<file path="src/rtl/serial_config.svh">
`ifndef SERIAL_CONFIG_SVH
`define SERIAL_CONFIG_SVH

// Bits per cycle (1, 2 or 4)
`define SERIAL_W 1

// Run counter wide enough for 32/W cycles
`define SERIAL_CNT_W 5

`define SERIAL_RESET_PC 32'h0000_0000

`endif

</file>
<file path="src/rtl/serial_pkg.sv">
package serial_pkg;

   typedef enum logic [2:0] {
      ALU_ADD      = 3'd0,
      ALU_SUB      = 3'd1,
      ALU_AND      = 3'd2,
      ALU_OR       = 3'd3,
      ALU_XOR      = 3'd4,
      ALU_PASS_IMM = 3'd5
   } alu_op_e;

   typedef enum logic [1:0] {
      ST_FETCH      = 2'd0,
      ST_REQUEST    = 2'd1,
      ST_WAIT_READY = 2'd2,
      ST_RUN        = 2'd3
   } state_e;

   // Decoded instruction held from one ack until the next
   typedef struct packed {
      alu_op_e    alu_op;
      logic       imm_sel;
      logic       wen;
      logic [4:0] rd;
      logic [4:0] rs1;
      logic [4:0] rs2;
   } dec_ctrl_t;

   // Operand bits for one lane with op_b already inverted for SUB
   typedef struct packed {
      logic rs1;
      logic op_b;
      logic imm;
   } lane_in_t;

   typedef struct packed {
      logic res;
      logic carry;
   } lane_out_t;

   typedef struct packed {
      logic       wen;
      logic [4:0] rd;
   } rf_wr_t;

endpackage

</file>
<file path="src/rtl/serial_alu_slice.sv">
module serial_alu_slice
   import serial_pkg::*;
(
   input  alu_op_e   i_op,
   input  lane_in_t  i_lane,
   input  logic      i_carry,
   output lane_out_t o_lane
);

   logic sum;
   logic carry;

   // Full adder bit
   assign sum   = i_lane.rs1 ^ i_lane.op_b ^ i_carry;
   assign carry = (i_lane.rs1 & i_lane.op_b) | (i_carry & (i_lane.rs1 ^ i_lane.op_b));

   always_comb begin
      o_lane.carry = carry;
      case (i_op)
         ALU_AND:      o_lane.res = i_lane.rs1 & i_lane.op_b;
         ALU_OR:       o_lane.res = i_lane.rs1 | i_lane.op_b;
         ALU_XOR:      o_lane.res = i_lane.rs1 ^ i_lane.op_b;
         ALU_PASS_IMM: o_lane.res = i_lane.imm;
         default:      o_lane.res = sum;
      endcase
   end

endmodule

</file>
<file path="src/rtl/serial_core.sv">
`include "serial_config.svh"

module serial_core
   import serial_pkg::*;
(
   input  logic                 clk,
   input  logic                 i_reset,
   input  logic [31:0]          i_ibus_rdt,
   input  logic                 i_ibus_ack,
   output logic [31:0]          o_ibus_adr,
   output logic                 o_ibus_cyc,
   output logic                 o_rf_rreq,
   input  logic                 i_rf_ready,
   output logic [4:0]           o_rreg0,
   output logic [4:0]           o_rreg1,
   input  logic [`SERIAL_W-1:0] i_rdata0,
   input  logic [`SERIAL_W-1:0] i_rdata1,
   output logic [4:0]           o_wreg0,
   output logic                 o_wen0,
   output logic [`SERIAL_W-1:0] o_wdata0
);

   logic                      cnt_en;
   logic                      cnt0;
   logic                      cnt_done;
   dec_ctrl_t                 ctrl;
   logic [`SERIAL_W-1:0]      imm;
   lane_in_t  [`SERIAL_W-1:0] lanes_in;
   lane_out_t [`SERIAL_W-1:0] lanes_out;
   logic [`SERIAL_W-1:0]      lane_carry;
   logic                      carry_in;
   logic                      carry_out;

   serial_state u_state (
      .clk        (clk),
      .i_reset    (i_reset),
      .i_ibus_ack (i_ibus_ack),
      .i_rf_ready (i_rf_ready),
      .o_ibus_cyc (o_ibus_cyc),
      .o_ibus_adr (o_ibus_adr),
      .o_rf_rreq  (o_rf_rreq),
      .o_cnt_en   (cnt_en),
      .o_cnt0     (cnt0),
      .o_cnt_done (cnt_done)
   );

   serial_decode u_decode (
      .clk        (clk),
      .i_ibus_ack (i_ibus_ack),
      .i_ibus_rdt (i_ibus_rdt),
      .i_cnt_en   (cnt_en),
      .o_ctrl     (ctrl),
      .o_imm      (imm)
   );

   serial_operand u_operand (
      .clk         (clk),
      .i_ctrl      (ctrl),
      .i_cnt_en    (cnt_en),
      .i_cnt0      (cnt0),
      .i_rs1       (i_rdata0),
      .i_rs2       (i_rdata1),
      .i_imm       (imm),
      .i_carry_out (carry_out),
      .o_lanes     (lanes_in),
      .o_carry_in  (carry_in)
   );

   // Carry ripples up through the lanes within one cycle
   for (genvar i = 0; i < `SERIAL_W; i++) begin : g_lane
      if (i == 0) begin : g_first
         assign lane_carry[i] = carry_in;
      end else begin : g_chain
         assign lane_carry[i] = lanes_out[i-1].carry;
      end

      serial_alu_slice u_slice (
         .i_op    (ctrl.alu_op),
         .i_lane  (lanes_in[i]),
         .i_carry (lane_carry[i]),
         .o_lane  (lanes_out[i])
      );
   end

   serial_rf_if u_rf_if (
      .i_ctrl      (ctrl),
      .i_cnt_en    (cnt_en),
      .i_lanes     (lanes_out),
      .o_rreg0     (o_rreg0),
      .o_rreg1     (o_rreg1),
      .o_wreg0     (o_wreg0),
      .o_wen0      (o_wen0),
      .o_wdata0    (o_wdata0),
      .o_carry_out (carry_out)
   );

   // Writes start with the first run cycle and not partway through
   a_wen_in_run: assert property (
      @(posedge clk) disable iff (i_reset) $rose(o_wen0) |-> cnt0
   );

   // Back to fetch at the next word address right after the last run cycle
   a_fetch_after_run: assert property (
      @(posedge clk) disable iff (i_reset)
      cnt_done |=> o_ibus_cyc && (o_ibus_adr == $past(o_ibus_adr) + 32'd4)
   );

endmodule

</file>
<file path="src/rtl/serial_decode.sv">
`include "serial_config.svh"

module serial_decode
   import serial_pkg::*;
(
   input  logic                 clk,
   input  logic                 i_ibus_ack,
   input  logic [31:0]          i_ibus_rdt,
   input  logic                 i_cnt_en,
   output dec_ctrl_t            o_ctrl,
   output logic [`SERIAL_W-1:0] o_imm
);

   typedef enum logic [6:0] {
      OPC_OP_IMM = 7'b0010011,
      OPC_OP     = 7'b0110011,
      OPC_LUI    = 7'b0110111
   } rv_opcode_e;

   logic [6:0]  opcode;
   logic [2:0]  funct3;
   logic [6:0]  funct7;
   logic        legal;
   logic        imm_sel;
   alu_op_e     op;
   dec_ctrl_t   ctrl_next;
   logic [31:0] imm_next;
   logic [31:0] imm_r;

   assign opcode = i_ibus_rdt[6:0];
   assign funct3 = i_ibus_rdt[14:12];
   assign funct7 = i_ibus_rdt[31:25];

   always_comb begin
      legal   = 1'b0;
      imm_sel = 1'b0;
      op      = ALU_ADD;
      case (opcode)
         OPC_OP: begin
            case (funct3)
               3'b000: begin
                  legal = (funct7 == 7'b0000000) || (funct7 == 7'b0100000);
                  op    = funct7[5] ? ALU_SUB : ALU_ADD;
               end
               3'b100: begin
                  legal = (funct7 == 7'b0000000);
                  op    = ALU_XOR;
               end
               3'b110: begin
                  legal = (funct7 == 7'b0000000);
                  op    = ALU_OR;
               end
               3'b111: begin
                  legal = (funct7 == 7'b0000000);
                  op    = ALU_AND;
               end
               default: legal = 1'b0;
            endcase
         end
         OPC_OP_IMM: begin
            imm_sel = 1'b1;
            legal   = (funct3 == 3'b000) || (funct3 == 3'b100) ||
                      (funct3 == 3'b110) || (funct3 == 3'b111);
            case (funct3)
               3'b100:  op = ALU_XOR;
               3'b110:  op = ALU_OR;
               3'b111:  op = ALU_AND;
               default: op = ALU_ADD;
            endcase
         end
         OPC_LUI: begin
            legal   = 1'b1;
            imm_sel = 1'b1;
            op      = ALU_PASS_IMM;
         end
         default: legal = 1'b0;
      endcase
   end

   always_comb begin
      ctrl_next.alu_op  = op;
      ctrl_next.imm_sel = imm_sel;
      // Unknown encodings still run without a write
      ctrl_next.wen     = legal && (i_ibus_rdt[11:7] != 5'd0);
      ctrl_next.rd      = i_ibus_rdt[11:7];
      ctrl_next.rs1     = i_ibus_rdt[19:15];
      ctrl_next.rs2     = i_ibus_rdt[24:20];
   end

   assign imm_next = (opcode == OPC_LUI) ? {i_ibus_rdt[31:12], 12'd0}
                                         : {{20{i_ibus_rdt[31]}}, i_ibus_rdt[31:20]};

   always_ff @(posedge clk) begin
      if (i_ibus_ack) begin
         o_ctrl <= ctrl_next;
         imm_r  <= imm_next;
      end else if (i_cnt_en) begin
         imm_r <= imm_r >> `SERIAL_W;
      end
   end

   // LSBs first
   assign o_imm = imm_r[`SERIAL_W-1:0];

endmodule

</file>
<file path="src/rtl/serial_operand.sv">
`include "serial_config.svh"

module serial_operand
   import serial_pkg::*;
(
   input  logic                     clk,
   input  dec_ctrl_t                i_ctrl,
   input  logic                     i_cnt_en,
   input  logic                     i_cnt0,
   input  logic [`SERIAL_W-1:0]     i_rs1,
   input  logic [`SERIAL_W-1:0]     i_rs2,
   input  logic [`SERIAL_W-1:0]     i_imm,
   input  logic                     i_carry_out,
   output lane_in_t [`SERIAL_W-1:0] o_lanes,
   output logic                     o_carry_in
);

   logic sub;
   logic carry_r;

   assign sub = (i_ctrl.alu_op == ALU_SUB);

   always_comb begin
      for (int i = 0; i < `SERIAL_W; i++) begin
         o_lanes[i].rs1  = i_rs1[i];
         // Subtract inverts b here and takes the +1 from the carry-in
         o_lanes[i].op_b = (i_ctrl.imm_sel ? i_imm[i] : i_rs2[i]) ^ sub;
         o_lanes[i].imm  = i_imm[i];
      end
   end

   // Top lane carry joins this cycle to the next
   always_ff @(posedge clk) begin
      if (i_cnt_en) begin
         carry_r <= i_carry_out;
      end
   end

   assign o_carry_in = i_cnt0 ? sub : carry_r;

endmodule

</file>
<file path="src/rtl/serial_rf_if.sv">
`include "serial_config.svh"

module serial_rf_if
   import serial_pkg::*;
(
   input  dec_ctrl_t                 i_ctrl,
   input  logic                      i_cnt_en,
   input  lane_out_t [`SERIAL_W-1:0] i_lanes,
   output logic [4:0]                o_rreg0,
   output logic [4:0]                o_rreg1,
   output logic [4:0]                o_wreg0,
   output logic                      o_wen0,
   output logic [`SERIAL_W-1:0]      o_wdata0,
   output logic                      o_carry_out
);

   rf_wr_t wr;

   always_comb begin
      wr.wen = i_cnt_en && i_ctrl.wen;
      wr.rd  = i_ctrl.rd;
   end

   assign o_wen0  = wr.wen;
   assign o_wreg0 = wr.rd;

   // Read addresses stay put from rreq through the run
   assign o_rreg0 = i_ctrl.rs1;
   assign o_rreg1 = i_ctrl.rs2;

   always_comb begin
      for (int i = 0; i < `SERIAL_W; i++) begin
         o_wdata0[i] = i_lanes[i].res;
      end
   end

   assign o_carry_out = i_lanes[`SERIAL_W-1].carry;

endmodule

</file>
<file path="src/rtl/serial_state.sv">
`include "serial_config.svh"

module serial_state
   import serial_pkg::*;
(
   input  logic        clk,
   input  logic        i_reset,
   input  logic        i_ibus_ack,
   input  logic        i_rf_ready,
   output logic        o_ibus_cyc,
   output logic [31:0] o_ibus_adr,
   output logic        o_rf_rreq,
   output logic        o_cnt_en,
   output logic        o_cnt0,
   output logic        o_cnt_done
);

   localparam int unsigned RUN_LEN = 32 / `SERIAL_W;
   localparam logic [`SERIAL_CNT_W-1:0] CNT_LAST = RUN_LEN[`SERIAL_CNT_W-1:0] - 1'b1;

   state_e                   state;
   logic [`SERIAL_CNT_W-1:0] cnt;
   logic [31:0]              pc;

   assign o_ibus_cyc = (state == ST_FETCH);
   assign o_rf_rreq  = (state == ST_REQUEST);
   assign o_cnt_en   = (state == ST_RUN);
   assign o_cnt0     = o_cnt_en && (cnt == '0);
   assign o_cnt_done = o_cnt_en && (cnt == CNT_LAST);
   assign o_ibus_adr = pc;

   always_ff @(posedge clk) begin
      if (i_reset) begin
         state <= ST_FETCH;
      end else begin
         case (state)
            ST_FETCH: begin
               if (i_ibus_ack) begin
                  state <= ST_REQUEST;
               end
            end
            ST_REQUEST: state <= ST_WAIT_READY;
            ST_WAIT_READY: begin
               // No limit on how long the register file takes
               if (i_rf_ready) begin
                  state <= ST_RUN;
               end
            end
            ST_RUN: begin
               if (o_cnt_done) begin
                  state <= ST_FETCH;
               end
            end
            default: state <= ST_FETCH;
         endcase
      end
   end

   always_ff @(posedge clk) begin
      if (i_reset) begin
         cnt <= '0;
      end else if (o_cnt_done) begin
         cnt <= '0;
      end else if (o_cnt_en) begin
         cnt <= cnt + 1'b1;
      end
   end

   // Next sequential instruction once the run completes
   always_ff @(posedge clk) begin
      if (i_reset) begin
         pc <= `SERIAL_RESET_PC;
      end else if (o_cnt_done) begin
         pc <= pc + 32'd4;
      end
   end

   a_no_fetch_in_run: assert property (
      @(posedge clk) disable iff (i_reset) !(o_ibus_cyc && o_cnt_en)
   );

   a_rreq_single: assert property (
      @(posedge clk) disable iff (i_reset) o_rf_rreq |=> !o_rf_rreq
   );

endmodule

</file>
<file path="config.mk">
export PLATFORM = sky130hd
export DESIGN_NAME = serial_core
export DESIGN_NICKNAME = d
export VERILOG_FILES = /design/src/rtl/serial_pkg.sv /design/src/rtl/serial_alu_slice.sv /design/src/rtl/serial_core.sv /design/src/rtl/serial_decode.sv /design/src/rtl/serial_operand.sv /design/src/rtl/serial_rf_if.sv /design/src/rtl/serial_state.sv
export VERILOG_INCLUDE_DIRS = /design/src /design/src/rtl
export SDC_FILE = /design/constraint.sdc
export NUM_CORES = 1
export LEC_CHECK = 0
export ABC_AREA = 1
export BUFFER_PORTS_ARGS = -buffer_cell sky130_fd_sc_hd__buf_2
export CAP_MARGIN = 20
export CORE_AREA = 10 10 98 100
export DETAILED_ROUTE_END_ITERATION = 6
export DIE_AREA = 0 0 108 110
export PLACE_DENSITY = 0.84
export SYNTH_ARGS = -nofsm -noshare
export SYNTH_HDL_FRONTEND = slang
export SYNTH_SLANG_ARGS = --single-unit
</file>
<file path="constraint.sdc">
create_clock -name clk -period 5.2 [get_ports clk]
set_input_delay 1.04 -clock clk [delete_from_list [all_inputs] [get_ports clk]]
set_output_delay 1.04 -clock clk [all_outputs]
set_load 0.01 [all_outputs]
</file>
# == Word level (Yosys, flattened, before mapping) ==
# Cells that the tools add are included.
# word_totals
input_bits,38
out_inout_bits,51
register_bits,92
# classes
eq_ne,19
bitwise,7
muxes,17
n_addsub,2
reduce_logical,18
# op_table
op,n
two-way mux 32 bit,2
"adder 32 x 3 -> 32 bit, second input constant",1
two-way mux 31 bit,1
"== test 7 x 6 -> 1 bit, second input constant",3
case mux 3 bit (3 select lines),2
"== test 3 bit, second input constant",5
case mux 3 bit (4 select lines),1
case mux 2 bit (4 select lines),1
"== test 7 x 5 -> 1 bit, second input constant",1
zero test 7 bit,1
"== test 3 x 2 -> 1 bit, second input constant",2
two-way mux 2 bit,3
"!= test 2 bit, second input constant",3
"adder 5 x 1 -> 5 bit, second input constant",1
"== test 5 bit, second input constant",1
zero test 5 bit,1
nonzero test 5 bit,1
"== test 2 bit, second input constant",2
logical AND 1 bit,4
logical OR 1 bit,4
two-way mux 1 bit,4
case mux 1 bit (4 select lines),1
OR reduction 2 bit,2
"== test 3 x 1 -> 1 bit, second input constant",1
11 further kinds,15

# == Logic depth before layout (Yosys ltp) ==
# logic_depth
depth_word,6
ltp_mapped,13

# == By module ==
# A second synthesis with hierarchy kept.
# hier_totals
cells_unflattened,577
area_unflattened_um2,4812.1
# by_module_without_submodules
mod,cells_per_inst,n_inst,area_per_inst_um2
serial_decode,192,1,2301.0
serial_state,320,1,2123.3
serial_rf_if,19,1,135.1
serial_operand,24,1,127.6
serial_alu_slice,22,1,125.1

# == Worst setup path after synthesis ==
# Ideal clock, no wire load.
# synth_timing
path_kind,input-to-output
start,in i_rdata1
end,out o_wdata0
stages,8
arrival_ps,2328
required_time_ps,4160
setup_slack_ps,1832
path_cell_list,mux2i_1 xor2_1 inv_1 fa_1 mux2i_1 nand2_1 o211ai_1 o21ai_0
# synth_via
elab_chain_len,5
# synth_rtl
item,line_no,rtl
start: declaration,serial_core.sv:17,"input logic [`SERIAL_W-1:0] i_rdata1,"
two-way mux 1 bit *,serial_operand.sv:27,o_lanes[i].op_b = (i_ctrl.imm_sel ? i_imm[i] : i_rs2[i]) ^ sub;
XOR 1 bit *,serial_operand.sv:27,
XOR 1 bit,"serial_alu_slice.sv:14, serial_alu_slice.sv:22",
XOR 1 bit,serial_alu_slice.sv:14,assign sum = i_lane.rs1 ^ i_lane.op_b ^ i_carry;
case mux 1 bit (4 select lines) *,serial_alu_slice.sv:19,case (i_op)
end: declaration,serial_core.sv:20,output logic [`SERIAL_W-1:0] o_wdata0
# Mark *: on every way between the ends. The rest lies on a longest branch, timed or not.

# == Worst setup path in the final report ==
# layout_timing
start,reg u_state.state[1]
end,out o_wdata0
# layout_via
elab_chain_len,5
# layout_rtl
item,line_no,rtl
start: declaration,serial_state.sv:21,state_e state;
start signal: assignment,serial_state.sv:34,state <= ST_FETCH;
start signal: assignment,serial_state.sv:39,state <= ST_REQUEST;
start signal: assignment,serial_state.sv:42,ST_REQUEST: state <= ST_WAIT_READY;
== test 2 bit,serial_state.sv:27,assign o_cnt_en = (state == ST_RUN);
logical AND 1 bit,serial_state.sv:28,assign o_cnt0 = o_cnt_en && (cnt == '0);
two-way mux 1 bit,serial_operand.sv:39,assign o_carry_in = i_cnt0 ? sub : carry_r;
XOR 1 bit,serial_alu_slice.sv:14,
case mux 1 bit (4 select lines),serial_alu_slice.sv:19,
# Every way passes these cells.

==> flow_metrics.py <==
metrics = {
    "worst_hold_path": {
        "hp-class": "reg -> reg",
    },
    "clocking": {
        "cts-root-buf": "clkbuf_8",
        "cts_buffer_depth": 2,
        "cts_tree": "done",
        "hold_buffers": 0,
        "cts.sinks": 90,
        "clock_latency_ns": 0.35,
        "htreeDepth": 3,
        "cts_setup_buffers": 0,
        "cts_resized": 0,
        "clk_pin_slew_ns": 0.09,
        "cts_made_buffers": 9,
    },
    "sta": {
        "fmax_mhz": 258,
        "finalClockSkew_ns": 0.0136,
        "tightestPinTransition_ns": 0.941,
        "setup_viol": 0,
        "rsz0062_at_grt": "false",
        "hold_viol": 0,
        "finalCritPeriodShare_pct": 74.6,
        "slew_headroom_pct": 37.2,
        "tns_ns": 0,
        "finalWorstSetupSlack_ns": 1.32,
        "layout_min_cycle_time_ns": 3.88,
        "slew_violations": 0,
    },
    "yosys": {
        "synth_top_family_by_area": "simple AND/OR/NAND/NOR gates",
        "synth_compound_area_share_pct": 8.59,
        "synth_cells": 523,
        "ys_seq_area_share_pct": 52.5,
        "yosys-top-cells-count": "122 x nand2_1, 63 x inv_1, 63 x nor2_1",
        "synthAdderAreaFrac_pct": 3.27,
        "synth_top_area_cell": "edfxtp_1",
        "synth-xor-area-share_pct": 0.986,
        "ys_seq_elements": 90,
        "ys.flop_type": "edfxtp_1",
        "yosysMostFrequentCell": "nand2_1",
        "syn-cell-area_sq_um": 4440,
        "synth-edff-count": 53,
        "synthArstFlopShare_pct": 0,
        "ys_types": 32,
        "synth_area_per_cell_sq_um": 8.49,
        "synthTopCellsByArea": "edfxtp_1 36%, dfxtp_1 17%, nand2_1 10%, inv_1 5.3%, nor2_1 5.3%",
        "synthMuxAreaShare_pct": 0.704,
        "synth_simple_gate_area_share_pct": 24.4,
        "yosysWarnings": 0,
        "yosysTopAreaCellShare_pct": 35.8,
    },
    "detailed_routing": {
        "drc": 0,
        "ant_nets": 0,
        "routed_wl_mm": 9.84,
        "drt_iter0_markers": 190,
        "first_pass_iters": 5,
        "vias_per_cell": 5.27,
        "via_count": 3687,
        "post_drt_wl_per_cell_um": 14.1,
    },
    "run_status": {
        "status": "finished clean",
    },
    "die": {
        "die-width_um": 108,
        "start_util_pct": 58.1,
        "num_rows": 32,
        "core_sq_um": 7650,
        "ios": 89,
        "die_area_sq_um": 11900,
        "fp.dieH_um": 110,
    },
    "layout": {
        "fillers": 603,
        "nets": 641,
        "area_growth_pct": 13.6,
        "layout-drive-gt1-share_pct": 18.3,
    },
    "power": {
        "pwr_density_cell_nw_per_um2": 310,
        "vdd_ir_drop_max_v": 0.000203,
        "p_leak_uw": 0.00218,
    },
    "critical_path": {
        "start_kind": "flip-flop",
        "worstPathRequired_ns": 4.16,
        "critPathBufInv": 2,
        "cpMaxStageDelayCell": "fa_1",
        "crit_family": "adder cells",
        "path_max_fanout": 8,
        "path_cells": "ha_1 > inv_1 > nor3_1 > mux2_2 > fa_1 > mux2i_1 > nand2_1 > o211ai_1 > o21ai_0 > buf_2",
        "cp-end-kind": "output pin",
        "crit_type": "reg -> out",
        "critPathMaxStageDelay_ns": 0.46,
        "cp.arrival_ns": 2.84,
    },
    "global_routing": {
        "antenna_found_initial": 1,
        "grt_max_degree": 34,
        "track_usage_pct": 16.5,
        "grt_pass1_vias": 3468,
        "grt_overflow": 0,
        "grt_pass1_wl_mm": 16.0,
    },
    "flow_run": {
        "drv_cap": 0,
    },
    "placement": {
        "place_ws_ns": 1.50,
        "dp_hpwl_mm": 7.38,
        "gp_congestion": 0.903,
        "portBuffers": 86,
    },
}
## cells in the final DEF (no fill, tap or decap), types with 2 or more instances in the layout
cell type	instances
bufinv_16	2
a211oi_1	2
edfxtp_1	53
o21ai_0	25
a21oi_1	16
nand3_1	34
nor2_2	2
nand2_1	122
nor3_1	14
nor4_1	2
xnor2_1	2
ha_1	10
nor3b_1	2
clkbuf_8	9
nor2_4	2
nor2_1	63
dfxtp_1	37
nand4_1	10
a31oi_1	3
o21a_1	4
mux2i_1	2
xor2_1	3
inv_1	63
buf_4	2
buf_2	86
o211ai_1	15
clkbuf_1	2
conb_1	2
## layer usage
metal	vias to the layer above	track usage (%)	routed length [um]
met5	-	0	0
met4	0	5.25	146
met3	12	4.70	593
met2	102	28.4	5090
met1	1729	19.6	4020
li1	1844	-	-
## final cells by class
type | count | area, sq um | area share [%]
Sequential cell | 90 | 2330 | 46.2
Multi-Input combinational cell | 340 | 1690 | 33.5
Timing Repair Buffer | 88 | 445 | 8.83
Inverter | 63 | 236 | 4.69
Clock buffer | 11 | 131 | 2.60
Tap cell | 102 | 128 | 2.53
Clock inverter | 5 | 77.6 | 1.54
Antenna cell | 1 | 2.50 | 0.0496
## cells by family after synthesis
logic type / after synthesis
simple gates: 254
buf+inv: 94
other cells: 1
mux: 3
compound gates: 65
fa+ha+maj: 11
xor+xnor: 5
flops: 90
## path summary, 6_finish.rpt
check | from | to | slack [ns] | depth (start not counted)
worst max-delay path | u_state.state[1] | o_wdata0 | 1.32 | 10
worst min-delay path | u_state.cnt[4] | u_state.cnt[4] | 0.49 | 2
worst max register to register | u_state.cnt[1] | u_state.o_ibus_adr[30] | 2.96 | 13
worst min register to register | u_state.cnt[4] | u_state.cnt[4] | 0.49 | 2
## stage by stage
step / cells / hold WS, ns / power, uW / area (sq um) / utilization [%]
finish: 700 / 0.486 / 1560 / 5040 / 66.0
global route: 700 / 0.524 / 1640 / 5040 / 66.0
CTS: 699 / 0.491 / 1570 / 5040 / 65.9
detailed placement: 683 / 0.479 / 1080 / 4830 / 63.2
global placement: 683 / 0.471 / 1060 / 4830 / 63.2
floorplan: 524 / 0.458 / 1010 / 4450 / -
## power by group
group          internal (uW)  leakage (uW)  switching, uW
clock network            271      0.000105            232
logic                   79.8       0.00125            135
registers                825      0.000822           21.2
## worst min-delay path: cells and delay by family (launching register included)
kind | cells | cell delay, ns
AOI/OAI and AO/OA | 1 | 0.05
DFF | 1 | 0.33
and+or+nand+nor | 1 | 0.06
## registers in the layout, summed over array words and instances (netlist names)
| register | cells |
|---|---|
| u_operand.carry_r | 1 |
| u_state.cnt | 5 |
| u_decode.o_ctrl | 20 |
| u_decode.imm_r | 32 |
| u_state.state | 2 |
| u_state.o_ibus_adr | 30 |
Power figures use the tool's default switching activity.
